--- src/common/pdp8_defines.svh ---
`ifndef PDP8_DEFINES_SVH
`define PDP8_DEFINES_SVH

// Core memory depth, field 0 only
`define PDP8_MEM_WORDS 4096

// Auto-index locations
`define PDP8_AUTOIDX_LO 12'o0010
`define PDP8_AUTOIDX_HI 12'o0017

// Major opcodes, instruction bits 11:9
`define OPC_AND 3'd0
`define OPC_TAD 3'd1
`define OPC_ISZ 3'd2
`define OPC_DCA 3'd3
`define OPC_JMS 3'd4
`define OPC_JMP 3'd5
`define OPC_IOT 3'd6
`define OPC_OPR 3'd7

`endif

--- src/common/pdp8_pkg.sv ---
`default_nettype none

package pdp8_pkg;

  typedef logic [11:0] word_t;  // Data word or 12-bit address
  typedef logic [4:0]  page_t;  // Upper address bits

  typedef enum logic [1:0] {
    MAJ_FETCH,
    MAJ_DEFER,
    MAJ_EXEC,
    MAJ_HALT
  } major_t;

  // PH_W is the read wait slot between PH_0 and PH_1
  typedef enum logic [2:0] {
    PH_0,
    PH_W,
    PH_1,
    PH_2,
    PH_3
  } phase_t;

  typedef struct packed {
    major_t major;
    phase_t phase;
  } cycle_t;

  typedef struct packed {
    word_t sr;         // Switch register
    logic  load_addr;
    logic  deposit;
    logic  examine;
    logic  run;
  } panel_t;

  typedef enum logic [1:0] {
    OP_NONE,
    OP_LOAD,
    OP_DEP,
    OP_EXAM
  } panel_op_t;

  typedef struct packed {
    word_t addr;
    word_t wdata;
    logic  we;
  } mem_req_t;

endpackage

`default_nettype wire

--- src/ma/ma_unit.sv ---
`timescale 1ns/1ns
`default_nettype none
`include "pdp8_defines.svh"

module ma_unit (
  input  wire                 clk,
  input  wire                 reset,
  input  wire                 pdp8_pkg::cycle_t cycle,
  input  wire                 pdp8_pkg::panel_op_t panel_op,
  input  wire                 pdp8_pkg::word_t sr,
  input  wire                 pdp8_pkg::word_t ac,
  input  wire                 pdp8_pkg::word_t rdata,
  output pdp8_pkg::mem_req_t  mem_req,
  output pdp8_pkg::word_t     addr,
  output pdp8_pkg::word_t     instruction,
  output pdp8_pkg::word_t     mdout
);

  import pdp8_pkg::*;

  word_t      pc;
  word_t      eff_addr;
  word_t      wr_value;
  page_t      cur_page;
  logic       we;
  logic       wr_start;
  logic       cap_rd;
  logic       auto_idx;
  logic [2:0] opcode;

  assign opcode   = instruction[11:9];
  assign cur_page = addr[11:7];  // Still the instruction address in fetch PH_3
  assign eff_addr = {(instruction[7] ? cur_page : page_t'(0)), instruction[6:0]};
  assign auto_idx = (addr >= `PDP8_AUTOIDX_LO) && (addr <= `PDP8_AUTOIDX_HI);

  // Read data lands in PH_W; halt cycles keep mdout unless examining
  assign cap_rd = (cycle.phase == PH_W) &&
                  ((cycle.major != MAJ_HALT) || (panel_op == OP_EXAM));

  // Writes are set up in PH_1 and happen at the end of PH_2
  always_comb begin
    wr_start = 1'b0;
    wr_value = mdout + 12'o0001;  // Auto-index and ISZ
    if (cycle.phase == PH_1) begin
      case (cycle.major)
        MAJ_DEFER: wr_start = auto_idx;
        MAJ_EXEC: begin
          case (opcode)
            `OPC_ISZ: wr_start = 1'b1;
            `OPC_DCA: begin
              wr_start = 1'b1;
              wr_value = ac;
            end
            `OPC_JMS: begin
              wr_start = 1'b1;
              wr_value = pc;  // Return address
            end
            default: ;
          endcase
        end
        MAJ_HALT: begin
          if (panel_op == OP_DEP) begin
            wr_start = 1'b1;
            wr_value = sr;
          end
        end
        default: ;
      endcase
    end
  end

  // Memory buffer, also the write data
  always_ff @(posedge clk) begin
    if (cap_rd) begin
      mdout <= rdata;
    end else if (wr_start) begin
      mdout <= wr_value;
    end
  end

  always_ff @(posedge clk) begin
    if (reset) begin
      addr        <= '0;
      pc          <= '0;
      instruction <= 12'o7000;
      we          <= 1'b0;
    end else begin
      we <= wr_start;
      case (cycle.phase)
        PH_W: begin
          if (cycle.major == MAJ_FETCH) begin
            instruction <= rdata;
          end
        end
        PH_1: begin
          if (cycle.major == MAJ_FETCH) begin
            pc <= addr + 12'o0001;
          end else if (cycle.major == MAJ_EXEC) begin
            if ((opcode == `OPC_ISZ) && (mdout == 12'o7777)) begin
              pc <= pc + 12'o0001;  // Skip on zero
            end else if (opcode == `OPC_JMS) begin
              pc <= addr + 12'o0001;  // Target plus one
            end
          end else if ((cycle.major == MAJ_HALT) && (panel_op == OP_LOAD)) begin
            addr <= sr;
          end
        end
        PH_2: begin
          if ((cycle.major == MAJ_HALT) &&
              ((panel_op == OP_DEP) || (panel_op == OP_EXAM))) begin
            addr <= addr + 12'o0001;
          end
        end
        PH_3: begin
          case (cycle.major)
            MAJ_FETCH: begin
              if ((opcode == `OPC_OPR) || (opcode == `OPC_IOT)) begin
                addr <= pc;
              end else begin
                addr <= eff_addr;  // Operand, pointer or JMP target
              end
            end
            MAJ_DEFER: addr <= mdout;  // Pointer, already incremented
            MAJ_EXEC:  addr <= pc;
            default: ;
          endcase
        end
        default: ;
      endcase
    end
  end

  assign mem_req.addr  = addr;
  assign mem_req.wdata = mdout;
  assign mem_req.we    = we;

  a_no_write_in_fetch : assert property (@(posedge clk) disable iff (reset)
    (cycle.major == MAJ_FETCH) |-> !mem_req.we)
    else $error("memory write during fetch at 0x%0h", addr);

endmodule

`default_nettype wire

--- config.mk ---
export PLATFORM = sky130hd
export DESIGN_NAME = ma_unit
export DESIGN_NICKNAME = d
export VERILOG_FILES = /design/src/common/pdp8_pkg.sv /design/src/ma/ma_unit.sv
export VERILOG_INCLUDE_DIRS = /design/src /design/src/common
export SDC_FILE = /design/constraint.sdc
export NUM_CORES = 1
export LEC_CHECK = 0
export ABC_AREA = 1
export BUFFER_PORTS_ARGS = -buffer_cell sky130_fd_sc_hd__buf_2
export CAP_MARGIN = 20
export CORE_UTILIZATION = 50
export DETAILED_ROUTE_END_ITERATION = 8
export MAX_ROUTING_LAYER = met4
export PLACE_DENSITY = 0.75
export SETUP_SLACK_MARGIN = 0.3
export SLEW_MARGIN = 15
export SYNTH_ARGS = -nofsm -noshare
export SYNTH_HDL_FRONTEND = slang
export SYNTH_SLANG_ARGS = --single-unit
--- constraint.sdc ---
create_clock -name clk -period 4 [get_ports clk]
set_clock_uncertainty 0.05 [all_clocks]
set_input_delay 0.2 -clock clk [delete_from_list [all_inputs] [get_ports clk]]
set_output_delay 0.2 -clock clk [all_outputs]
set_load 0.03 [all_outputs]
==> impl.org, run 1 <==
** Timing
- Worst Setup Slack, final :: ~1.8 ns
- Relative slew slack :: 36.04%
- Max-slew violation count :: 0
- Tightest hold margin :: 0.07831 ns
- After layout, the minimum clock period comes to 2.201 ns.
- RSZ-0062 raised after global routing :: false
- Portion of the clock cycle consumed by the worst path in the final layout :: 55.03%
- Max Freq :: 0.4543 GHz
- Post-route setup TNS :: 0 ns
- Setup violations remaining at the end of the flow were counted as 0.
- The hold violation total from the final report came to 0.
- Transition at the pin with the smallest max-transition slack :: 0.9584 ns

** Job
- The tool flagged a number of max-cap violations equal to 0.

** Yosys
- Number of instances in the synthesized netlist :: 671
- Each instance of the synthesized netlist takes up on average 6.194 µm².
- In the synthesized netlist the dominant register cell turns out to be sky130_fd_sc_hd__dfxtp_1.
- For this run, the register share of the synthesized area comes to 26.49%.
- Yosys warns :: 0
- Fraction of synthesized cell area taken by the top area cell type :: 17.82%
- Syn Nets :: just over 700
- Distinct cell type count of the synthesized netlist :: between 40 and 50
- Proportion of synthesized flip-flops having asynchronous set or reset :: 0%
- The largest total area in the synthesized netlist belongs to sky130_fd_sc_hd__dfxtp_1.
- Post-synth design cell area :: around 4200 µm²
- Main area contributors after synthesis :: sky130_fd_sc_hd__dfxtp_1 (18%), sky130_fd_sc_hd__nand2_1 (16%), sky130_fd_sc_hd__edfxtp_1 (8.7%), sky130_fd_sc_hd__o21ai_0 (7.6%), sky130_fd_sc_hd__nor2_1 (6.9%)
- Yosys mapped a number of flops with a built-in enable equal to 12.
- In this run, synthesis produced a sequential element count of 49.

** Drt
- Total via count in the routed design :: 4787
- The detail route stage leaves a number of antenna-violating nets equal to 0.
- DRC violations left :: 0
- The first routing iteration left 459 violations.
- In the routed layout, each cell is associated on average with a via count of 5.699.
- In the final routed layout, each cell accounts on average for 16.60 µm.
- The final layout contains routed wiring with a total length of 13940 µm.
- Detailed-router iteration count before antenna repair :: 5

** Cells and area
- Once layout is complete, the cells apart from fillers number 840.
- After the last flow step, the layout net total stands at 790.
- The area growth from synthesis to layout is 10.84%.
- Number of inserted diodes :: 0
- Fill cell total of the finished layout :: 792
- Cells with a size suffix above 1 make up 19.38% of the layout.
- The finished cells cover 4607 µm².

** Setup path
- CP max FO :: 12
- Crit path arrival time :: 2.35 ns
- Required time worst endpoint :: 4.15 ns
- CP endpoint kind :: flop
- STA classifies the critical path startpoint as a flop.
- Worst Path Class, Setup :: reg2reg

** Place
- The number of placed instances, taps included, is 832.
- In this run the tool buffered the top-level ports with 105 buffer cells.
- Placement Setup Slack :: ~1.6 ns
- Routability congestion estimate from global placement :: 1.010
- The HPWL after detailed placement is 10860 µm.
- Placed standard-cell area :: 4506 µm²

** Clock tree
- Clock slew seen by the registers of the worst setup and hold paths :: 0.10 ns
- After clock tree synthesis, the repair step resized 0 gates.
- The clock drives 49 sinks.
- Hold_buf cts :: 0
- Post-CTS Repair Setup Buffers :: 0
- For the worst-skew pair, the clock arrives at the later sink with an insertion delay of ~0.32 ns.
- Root buffer cell :: sky130_fd_sc_hd__clkbuf_8
- In this run the number of H-tree levels came out at 2.
- TritonCTS built the clock tree.
- Cts bufs inserted :: 5
- In this run the deepest clock path goes through 2 buffers.

** Die
- The floorplan step defined a core boundary enclosing 7888 µm².
- Chip Height :: 93.18 µm
- Initial standard-cell utilization of the core :: 52.70%
- The die covers 8682 µm².
- The initialized floorplan defines 32 standard-cell rows.
- The floorplan step set the die width to roughly 93 µm.
- Number of placed I/O pins :: 106

** GRT
- GRT Overall Usage :: 34.00%
- The initial antenna violation count was 0.
- The total overflow left after global routing is 0.
- Wire length of the first global-routing pass :: 22340 µm
- The via count of the first global-routing pass is ~4300.
- Entering global routing, the biggest net connects 30 pins.

** Status
- The run finished with clean final reports.

** Worst hold path
- Path category of the worst min-delay check :: in2reg

** Power and ir drop
- For this design the ratio of total power to cell area is 262.0 nW/µm².
- In this run the static leakage power is ~0.0021 µW.
- Across the VDD grid, the largest voltage drop is 0.1675 mV.
power breakdown:
part	switching [µW]	total (µW)	internal, µW	leakage (µW)
Combinational	218	309	91.1	0.00163
Sequential	30.1	557	527	0.000411
Clock	183	340	157	0.0000542
Total	432	1210	775	0.00210
metal layers:
| metal | up-vias | track usage (%) | routed length, µm |
|---|---|---|---|
| li1 | 2306 | - | - |
| met1 | 2210 | 47.01 | 6226 |
| met2 | 243 | 52.33 | 6174 |
| met3 | 28 | 4.146 | 1261 |
| met4 | 0 | 9.615 | 279 |
| met5 | - | - | 0 |
logic make-up after synthesis:
family | count (synthesis) | synth area share [%]
adder cells (fa/ha/maj) | 8 | 2.408
buffers and inverters | 120 | 14.15
AND/OR/NAND/NOR | 348 | 36.94
AO/OA/AOI/OAI | 137 | 18.12
XOR/XNOR | 9 | 1.896
flip-flops | 49 | 26.49
layout by cell type (no fill, tap or decap), types with 2 or more instances in the layout:
cell type                  count
sky130_fd_sc_hd__nor2_1       76
sky130_fd_sc_hd__buf_2       105
sky130_fd_sc_hd__or2_2         2
sky130_fd_sc_hd__nand4_1      13
sky130_fd_sc_hd__inv_1        64
sky130_fd_sc_hd__inv_2         6
sky130_fd_sc_hd__clkbuf_8      7
sky130_fd_sc_hd__nand2_2       5
sky130_fd_sc_hd__o211ai_1     11
sky130_fd_sc_hd__nor3_4        2
sky130_fd_sc_hd__nor2_2        4
sky130_fd_sc_hd__a22o_1        2
sky130_fd_sc_hd__nor4_1        2
sky130_fd_sc_hd__edfxtp_1     12
sky130_fd_sc_hd__nand3_1      53
sky130_fd_sc_hd__a21oi_1      47
sky130_fd_sc_hd__xor2_1        5
sky130_fd_sc_hd__xnor2_1       4
sky130_fd_sc_hd__clkinv_1      2
sky130_fd_sc_hd__nor3_1        7
sky130_fd_sc_hd__nand3b_1      3
sky130_fd_sc_hd__o21ai_1       5
sky130_fd_sc_hd__dfxtp_1      37
sky130_fd_sc_hd__a31oi_1       2
sky130_fd_sc_hd__a21oi_2       2
sky130_fd_sc_hd__ha_1          8
sky130_fd_sc_hd__nand2_1     175
sky130_fd_sc_hd__o21ai_0      63
sky130_fd_sc_hd__nor2_4        3
sky130_fd_sc_hd__o21bai_1      2
critical path: stages, from the launching register on:
cell and delay [ns]:
sky130_fd_sc_hd__dfxtp_1 0.44, sky130_fd_sc_hd__inv_2 0.07, sky130_fd_sc_hd__nand3_1 0.41, sky130_fd_sc_hd__nand2_1 0.12
sky130_fd_sc_hd__o21ai_0 0.25, sky130_fd_sc_hd__inv_1 0.06, sky130_fd_sc_hd__nand2_1 0.31, sky130_fd_sc_hd__nand3_1 0.12
sky130_fd_sc_hd__nand3_1 0.09, sky130_fd_sc_hd__o21ai_1 0.08, sky130_fd_sc_hd__inv_1 0.06
stage by stage:
stage / total power, µW / utilization (%)
final: 1207 / 58.41
after global placement: 870.3 / 57.12
after CTS: 1200 / 58.41
after floorplan: 783.6 / -
after global routing: 1257 / 58.41
after detailed placement: 871.8 / 57.12
sequential cells by signal, summed over array words and instances (netlist names):
register and flops:
addr 12, we 1, instruction 12, mdout 12, pc 12
worst paths after layout:
path                   start               to  slack [ns]  cells after the start
max reg2reg  instruction[10]         mdout[7]        1.80                     10
min                rdata[11]  instruction[11]        0.08                      3
min reg2reg           pc[11]           pc[11]        0.45                      2
max          instruction[10]         mdout[7]        1.80                     10
layout make-up:
class / count / area (µm²) / share of cell area [%]
Inverter: 73 / 276.5 / 6.002
Sequential cell: 49 / 1101 / 23.90
Clock buffer: 7 / 96.34 / 2.091
Multi-Input combinational cell: 502 / 2467 / 53.56
Clock inverter: 1 / 5.005 / 0.1086
Timing Repair Buffer: 106 / 533.0 / 11.57
Tap cell: 102 / 127.6 / 2.770
synthesized netlist by cell type, types with 8 or more instances:
cell type,instances
sky130_fd_sc_hd__nand2_1,175
sky130_fd_sc_hd__nand4_1,13
sky130_fd_sc_hd__nor2_1,76
sky130_fd_sc_hd__ha_1,8
sky130_fd_sc_hd__dfxtp_1,37
sky130_fd_sc_hd__buf_4,27
sky130_fd_sc_hd__o21ai_0,63
sky130_fd_sc_hd__inv_1,64
sky130_fd_sc_hd__nand3_1,53
sky130_fd_sc_hd__edfxtp_1,12
sky130_fd_sc_hd__o211ai_1,11
sky130_fd_sc_hd__buf_2,8
sky130_fd_sc_hd__a21oi_1,47
Note: power is estimated with default switching activity, not from simulation.
==> run 2, diff against run 1 <==
- CORE_UTILIZATION: 50 -> 49
- PLACE_DENSITY: 0.75 -> 0.77
- clock period: 4 -> 1.9 ns (I/O delays scaled with it)
==> run 2 against run 1 <==
  * The run now ends with hold timing left
  * Critical path type unchanged
  * Via count up 9.9%
  * Non-clock buffer count up 61
  * Routed wire length up 9.9%
  * Critical path depth unchanged
  * Flip-flop and latch count unchanged
  * Worst setup slack worse by 1.6 ns
  * Highest routed layer unchanged
==> impl.org, run 2 (synthesized netlist as in run 1, its figures left out) <==
** Status
- Status: finished, violations left (was finished clean).
- The checks that failed: hold timing.

** Drt
- Detailed-router iteration count before antenna repair :: 5 (unchanged)
- The total wire length after detailed routing is 15320 µm (was 13940 µm).
- The count of vias placed by the detailed router is 5262 (was 4787).
- The number of nets with antenna violations after routing was 0 (unchanged).
- Via/cell ratio :: 5.802 (was 5.699)
- DRC violations left :: 0 (unchanged)
- The routed wire length per instance is 16.89 µm (was 16.60 µm).
- Violation count after the first detailed-route iteration :: 577 (was 459)

** Die
- Initial standard-cell utilization of the core :: 50.59% (was 52.70%)
- Number of placed I/O pins :: 106 (unchanged)
- The core box area came to 8217 µm² (was 7888 µm²).
- The standard-cell row count came to 33 (was 32).
- The die boundary width was 94.10 µm (was 93.18 µm).
- The die outline area is 8855 µm² (was 8682 µm²).
- Chip Height :: 94.10 µm (was 93.18 µm)

** Timing
- The final critical-path share of the clock period was 89.13% (was 55.03%).
- The hold violation total from the final report is 1 (was 0).
- The actual transition at the worst max-transition pin came to 0.4510 ns (was 0.9584 ns).
- The minimum clock period after layout was 1.693 ns (was 2.201 ns).
- The highest achievable clock rate came to 0.5905 GHz (was 0.4543 GHz).
- Relative slew slack :: 69.90% (was 36.04%)
- Final setup viols :: 0 (unchanged)
- RSZ-0062 raised after global routing :: true (was false)
- Post-route setup TNS :: 0 ns (unchanged)
- The final hold slack is -0.0001890 ns (was 0.07831 ns).
- Max-slew violation count :: 0 (unchanged)

** Clock tree
- The TritonCTS clock tree is done (unchanged).
- The number of buffers created by CTS came to 5 (unchanged).
- Maximum clock path buffer count :: 2 (unchanged)
- Number of levels the H-tree was split into :: 2 (unchanged)
- Total number of clock tree sinks :: 49 (unchanged)
- The clock transition at the registers of the reported paths is 0.10 ns (about the same).
- The clock latency on the worst-skew pair is 0.31 ns (was 0.32 ns).
- Root buffer cell :: sky130_fd_sc_hd__clkbuf_8 (unchanged)

** Setup path
- CP endpoint kind :: flop (unchanged)
- The end of the worst register-to-register path is pc[0] (was mdout[7]).
- Setup slack on the worst flop-to-flop path :: 0.21 ns (was 1.80 ns)
- Worst Path Class, Setup :: reg2reg (unchanged)
- Required time worst endpoint :: 2.05 ns (was 4.15 ns)
- The standard cell with the maximum stage delay on the critical path was sky130_fd_sc_hd__edfxtp_1 (was sky130_fd_sc_hd__dfxtp_1).
- The kind of launch point of the worst setup path is a flop (unchanged).
- Crit path arrival time :: 1.85 ns (was 2.35 ns)
- Depth of the most critical reg-to-reg path :: 10 (unchanged)
- The reg-to-reg startpoint is mdout[0] (was instruction[10]).
- The start point of the critical path is mdout[0] (was instruction[10]).
- CP max FO :: 6 (was 12)
- CP Cell Sequence: ha_4, nand2_4, inv_4, nand4_4, nor2_4, nand2_4, nand2_1, nand2_1, a21oi_2, nor2_1 (was inv_2, nand3_1, nand2_1, o21ai_0, inv_1, nand2_1, nand3_1, nand3_1, o21ai_1, inv_1).
- Critical Path Max Stage Delay :: 0.42 ns (was 0.44 ns)
- The end of the critical path was pc[0] (was mdout[7]).

** Worst hold path
- Path category of the worst min-delay check :: in2reg (unchanged)
- Hold Path Cell Cnt :: 3 (unchanged)

** GRT
- The pin count of the biggest net entering global routing is 30 (unchanged).
- The residual overflow from global routing is 0 (unchanged).
- The via count of the first global-routing pass came to 4782 (was 4320).
- The global-route wire length before repair came to 23760 µm (was 22340 µm).
- GRT Overall Usage :: 35.56% (was 34.00%)
- Initial antenna violation count :: 0 (unchanged)

** Cells and area
- The area taken by multi-input logic gates is 2770 µm² (was 2467 µm²).
- Most common cell after layout, fill and taps aside :: sky130_fd_sc_hd__nand2_1 (unchanged)
- The number of standard cells in the final layout excluding fillers was 907 (was 840).
- Commonest non-fill, non-tap cells in the layout :: sky130_fd_sc_hd__nand2_1 (164), sky130_fd_sc_hd__buf_2 (106), sky130_fd_sc_hd__nor2_1 (71) (was sky130_fd_sc_hd__nand2_1 (175), sky130_fd_sc_hd__buf_2 (105), sky130_fd_sc_hd__nor2_1 (76))
- Number of inserted diodes :: 0 (unchanged)
- Nets@finish :: 854 (was 790)
- The area growth from synthesis to final layout came to 31.70% (was 10.84%).
- Fill cell total of the finished layout :: 749 (was 792)
- Util after Layout :: 66.62% (was 58.41%)
- Register Area :: 1127 µm² (was 1101 µm²)
- The fraction of final layout cells with drive strength greater than 1 was 32.29% (was 19.38%).

** Power and ir drop
- The power after layout is 2652 µW (was 1207 µW).
- The leakage power of the design came to 0.002471 µW (was 0.002099 µW).
- The peak supply drop came to 0.3643 mV (was 0.1675 mV).
- The cell area power density came to 484.4 nW/µm² (was 262.0 nW/µm²).

** Place
- The cell count after placement came to 870 (was 832).
- Placed wire-length estimate after detailed placement :: 11180 µm (was 10860 µm)
- Routability congestion estimate from global placement :: 0.9972 (was 1.010)
- Count of port buffers added during placement :: 105 (unchanged)

** Job
- Max-capacitance violation count :: 0 (unchanged)
==> run 2: cell count changes in the layout (fill, tap and decap cells not counted), sizes merged <==
cell	delta
clkbuf	+1
buf	+54
clkinv	-2
nand2	+3
clkinvlp	+1
dlygate4sd3	+7
==> run 2: worst max-delay path: cells and delay by family, from the launching register on <==
family / cells / cell delay (ns)
AOI/OAI and AO/OA: 1 / 0.10
adders and majority gates: 1 / 0.18
buffers and inverters: 1 / 0.09
DFF: 1 / 0.42
and+or+nand+nor: 7 / 0.75
==> run 2: routing by layer <==
metal / track usage, % / part of all wire [%] / up-vias
li1: - / - / 2442
met1: 47.18 / 42 / 2406
met2: 54.81 / 45 / 349
met3: 4.773 / 9.7 / 65
met4: 13.72 / 4.2 / 0
met5: - / 0 / -
==> run 2: metrics by stage <==
stage               area, µm²  setup slack (ns)
finish                   5474            0.2066
global route             5474           0.07254
CTS                      5260            0.2282
detailed placement       4803          -0.08999
global placement         4803          -0.07001
floorplan                4175           0.02620
==> run 2: cell type report <==
cell class	count	area share [%]
repair buffers	167	19.41
well taps	105	2.400
flip-flops and latches	49	20.59
inverters	73	5.349
clock buffers	8	1.646
multi-input cells	505	50.61
==> run 2: where the power goes <==
part / switching [µW] / internal, µW
logic: 519 / 278
registers: 65.6 / 1110
clock network: 380 / 299
total: 964 / 1690
==> run 2: worst min-delay path by stage <==
| stage | slack, ns | endpoint | startpoint |
|---|---|---|---|
| floorplan | 0.18 | instruction[10] | rdata[10] |
| global route | 0.02 | instruction[1] | rdata[1] |
| global placement | 0.29 | instruction[0] | rdata[0] |
| detailed placement | 0.29 | instruction[4] | rdata[4] |
| finish | -0.0002 | instruction[1] | rdata[1] |
| CTS | 0.004 | instruction[1] | rdata[1] |
==> run 2: what timing repair did <==
item,in CTS,in global routing
pin swaps,6,19
hold buffers,7,0
hold endpoints to repair,7,0
setup endpoints to repair,40,46
gates resized for setup,42,48
setup buffers,14,4
gates cloned,3,1
==> run 3, diff against run 2 <==
- ABC_AREA: 1 -> 0
- CORE_UTILIZATION: 49 -> 40
- PLACE_DENSITY: 0.77 -> 0.65
- REMOVE_ABC_BUFFERS: default -> 1
==> run 3 against run 2 <==
  * The run ends with setup timing left
  * First-iteration DRC count shrank 34%
  * Flip-flop and latch count unchanged
  * Worst hold slack better by 0.0037 ns
  * Sequential power decreased by 3%
  * Non-clock buffer count grew 53
  * Critical endpoint is now pc[1]
==> impl.org, run 3 <==
** Clock tree
- Total number of clock tree sinks :: 49 (unchanged)
- The clock transition at the registers of the reported paths is 0.09 ns (was 0.10 ns).
- CTS tree :: done (unchanged)
- The number of buffers created by CTS came to 5 (unchanged).
- The clock latency on the worst-skew pair came to 0.30 ns (was 0.31 ns).
- Number of levels the H-tree was split into :: 2 (unchanged)
- The maximum count of clock buffers along a single path is 2 (unchanged).
- The library cell used as clock root buffer is sky130_fd_sc_hd__clkbuf_8 (unchanged).

** Status
- Violated checks :: setup timing (was hold timing)
- Status :: finished, violations left (unchanged)

** Cells and area
- Util after Layout :: 59.61% (was 66.62%)
- The number of antenna diodes was 0 (unchanged).
- The sequential cell area is 1114 µm² (was 1127 µm²).
- Commonest non-fill, non-tap cells in the layout: sky130_fd_sc_hd__buf_2 (105), sky130_fd_sc_hd__buf_4 (86), sky130_fd_sc_hd__nand2_1 (52) (was sky130_fd_sc_hd__nand2_1 (164), sky130_fd_sc_hd__buf_2 (106), sky130_fd_sc_hd__nor2_1 (71)).
- The area growth from synthesis to final layout came to 43.46% (was 31.70%).
- Layout cells sized above 1 :: 42.51% (was 32.29%)
- Area of combinational cells with multiple inputs :: 2636 µm² (was 2770 µm²)
- The number of standard cells in the final layout excluding fillers came to 783 (was 907).
- The commonest non-fill, non-tap cell in the layout is sky130_fd_sc_hd__buf_2 (was sky130_fd_sc_hd__nand2_1).
- The post-layout net count was 706 (was 854).
- The layout filler cell count was 845 (was 749).

** Drt
- DRC violations left :: 0 (unchanged)
- Total via count in the routed design :: 4653 (was 5262)
- Per-cell routed wire length :: 18.68 µm (was 16.89 µm)
- Post-route ant nets :: 0 (unchanged)
- The violation count after the first detailed-routing iteration was 383 (was 577).
- Total wire length after detailed routing :: 14630 µm (was 15320 µm)
- Detailed-router iteration count before antenna repair :: 5 (unchanged)
- Via/cell ratio :: 5.943 (was 5.802)

** Power and ir drop
- The cell area power density came to 468.4 nW/µm² (was 484.4 nW/µm²).
- Standby leakage power :: 0.002270 µW (was 0.002471 µW)
- The peak supply drop was 0.3096 mV (was 0.3643 mV).
- The power after layout was 2592 µW (was 2652 µW).

** Setup path
- The class of the most critical setup path was reg2reg (unchanged).
- Critical Path Max Stage Delay :: 0.59 ns (was 0.42 ns)
- CP Cell Sequence :: nand4bb_4, or4_4, nor2_4, buf_4, nand2_1, a311oi_2 (was ha_4, nand2_4, inv_4, nand4_4, nor2_4, nand2_4, nand2_1, nand2_1, a21oi_2, nor2_1)
- CP endpoint kind :: flop (unchanged)
- The total buffers and inverters traversed by the critical path came to 1 (unchanged).
- The required time reported for the critical path endpoint came to 2.06 ns (was 2.05 ns).
- Standard cell with the maximum stage delay on the critical path :: sky130_fd_sc_hd__or4_4 (was sky130_fd_sc_hd__edfxtp_1)
- Kind of start point of the critical path :: flop (unchanged)
- The maximum fanout encountered on the critical timing path was 6 (unchanged).
- The endpoint arrival time on the critical path came to 2.17 ns (was 1.85 ns).
- The kind of cell with the highest combined delay on the critical path is simple AND/OR/NAND/NOR gates (unchanged).

** Timing
- Final critical delay including setup and external delays :: 2.012 ns (was 1.693 ns)
- The worst relative slew slack is 61.41% (was 69.90%).
- RSZ-0062 raised after global routing :: true (unchanged)
- Hold violation count in the final report :: 0 (was 1)
- The highest achievable clock rate came to 0.4970 GHz (was 0.5905 GHz).
- The setup total negative slack came to -0.7262 ns (was 0 ns).
- Transition at the pin with the smallest max-transition slack :: 0.5788 ns (was 0.4510 ns)
- Max-slew violation count :: 0 (unchanged)
- The number of endpoints failing setup at the final stage came to 13 (was 0).
- Worst Setup Slack, final :: -0.1119 ns (was 0.2066 ns)
- The final critical-path share of the clock period was 105.9% (was 89.13%).

** Yosys
- Flip-flop and latch count after synthesis :: 49 (unchanged)
- Proportion of synthesized flip-flops having asynchronous set or reset :: 0% (unchanged)
- Yosys warns :: 0 (unchanged)
- Post-synth top flop :: sky130_fd_sc_hd__dfxtp_1 (unchanged)
- The post-synthesis cell type count is 66 (was 41).
- The proportion of synthesized chip area in sequential cells was 28.54% (was 26.49%).
- Post-synth design cell area :: 3857 µm² (was 4156 µm²)
- The synthesized instance count is 478 (was 671).
- Most common cell in the synthesized netlist :: sky130_fd_sc_hd__nand2_1 (unchanged)
- Average instance area after synthesis :: 8.070 µm² (was 6.194 µm²)
- EDFF count, synth :: 12 (unchanged)
- Cell type with the highest aggregate area in the netlist :: sky130_fd_sc_hd__dfxtp_1 (unchanged)
- Ranking of synthesized cells by instance count: sky130_fd_sc_hd__nand2_1 (54), sky130_fd_sc_hd__nor2_1 (40), sky130_fd_sc_hd__dfxtp_1 (37) (was sky130_fd_sc_hd__nand2_1 (175), sky130_fd_sc_hd__nor2_1 (76), sky130_fd_sc_hd__inv_1 (64)).
- Main area contributors after synthesis: sky130_fd_sc_hd__dfxtp_1 (19%), sky130_fd_sc_hd__edfxtp_1 (9.3%), sky130_fd_sc_hd__nand2_1 (5.3%), sky130_fd_sc_hd__buf_4 (5.1%), sky130_fd_sc_hd__a21oi_1 (4.7%) (was sky130_fd_sc_hd__dfxtp_1 (18%), sky130_fd_sc_hd__nand2_1 (16%), sky130_fd_sc_hd__edfxtp_1 (8.7%), sky130_fd_sc_hd__o21ai_0 (7.6%), sky130_fd_sc_hd__nor2_1 (6.9%)).
- Fraction of synthesized cell area taken by the top area cell type :: 19.20% (was 17.82%)

** Die
- Horizontal die dimension :: 100.2 µm (was 94.10 µm)
- Std cell rows :: 35 (was 33)
- Total Die Area :: 10040 µm² (was 8855 µm²)
- Chip Height :: 100.2 µm (was 94.10 µm)
- Initial standard-cell utilization of the core :: 41.55% (was 50.59%)
- Core area :: 9284 µm² (was 8217 µm²)
- The number of top-level design ports is 106 (unchanged).

** Job
- Max-capacitance violation count :: 0 (unchanged)

** Place
- Count of port buffers added during placement :: 105 (unchanged)
- Placement Setup Slack :: -0.1417 ns (was -0.08999 ns)
- Placed wire-length estimate after detailed placement :: 10930 µm (was 11180 µm)
- The weighted congestion reported at the end of routability-driven placement came to 0.9421 (was 0.9972).
- The cell count after placement was 748 (was 870).

** GRT
- The initial antenna violation count came to 0 (unchanged).
- GRT Overall Usage :: 29.64% (was 35.56%)
- The pin count of the biggest net entering global routing was 27 (was 30).
- The via count of the first global-routing pass came to 4338 (was 4782).
- The global-route wire length before repair was 22530 µm (was 23760 µm).
- Leftover overflow at the end of global routing :: 0 (unchanged)

** Worst hold path
- Path category of the worst min-delay check :: in2reg (unchanged)
[run 3: changes by cell type after synthesis, sizes merged, moves of 9 or more]
cell    previous run  this run
o211ai            11         0
nor2              83        41
nand3             54        12
nand2            180        54
a22oi              0        15
o21ai             68        26
a21oi             50        37
a22o               2        11
inv               71        13
clkbuf             8        19
a221o              0         9
[run 3: logic make-up (layout without fill, tap and decap cells)]
family,after synthesis,after routing,synth area share (%)
adders and majority gates,8,8,2.595
DFF,49,49,28.54
buffers and inverters,65,241,9.406
xor gates and xnor gates,20,20,4.541
muxes,3,3,0.8433
AOI/OAI and AO/OA,150,150,28.87
and+or+nand+nor,183,183,25.20
[run 3: worst register-to-register path, stage by stage (launching register included)]
cell                        delay (ns)
sky130_fd_sc_hd__dfxtp_4          0.37
sky130_fd_sc_hd__nand4bb_4        0.23
sky130_fd_sc_hd__or4_4            0.59
sky130_fd_sc_hd__nor2_4           0.18
sky130_fd_sc_hd__buf_4            0.17
sky130_fd_sc_hd__nand2_1          0.07
sky130_fd_sc_hd__a311oi_2         0.27
[run 3: power breakdown]
part / switching [µW] / internal (µW)
Combinational: 481 / 348
Sequential: 39.8 / 1100
Clock: 356 / 263
[run 3: area by class of cell]
cell class / count / share of cell area, %
tap: 129 / 2.917
clock buffer: 8 / 1.447
multi-input combinational: 364 / 47.64
timing repair buffer: 220 / 27.00
inverter: 13 / 0.8818
sequential: 49 / 20.12
[run 3: stage by stage]
step,hold slack [ns],cell area [µm²]
after global placement,0.2743,4903
after global routing,0.007091,5534
after detailed placement,0.2849,4903
after floorplan,0.1141,3543
after CTS,0.004765,5321
final,0.003515,5534
[run 3: path summary, 6_finish.rpt]
path | startpoint | to | slack, ns | cells after the start
max | instruction[9] | pc[1] | -0.11 | 6
max reg2reg | instruction[9] | pc[1] | -0.11 | 6
min reg2reg | instruction[8] | instruction[8] | 0.41 | 2
min | rdata[5] | instruction[5] | 0.004 | 3
[run 3: metal layers]
metal  share of wire (%)  track usage [%]  wire (µm)  up-vias
met5                   0                -          0        -
met4                 2.5            9.142        369        0
met3                 8.6            3.343       1254       32
met2                  47            47.00       6864      285
met1                  42            39.62       6142     2204
li1                    -                -          -     2132
[run 3: what timing repair did]
action                                  CTS  global route
buffers inserted                          8             9
hold endpoints to repair                  9             1
gates resized for setup                  56            27
pin swaps                                38            27
hold buffers                              9             1
endpoints found under the setup margin   49            49
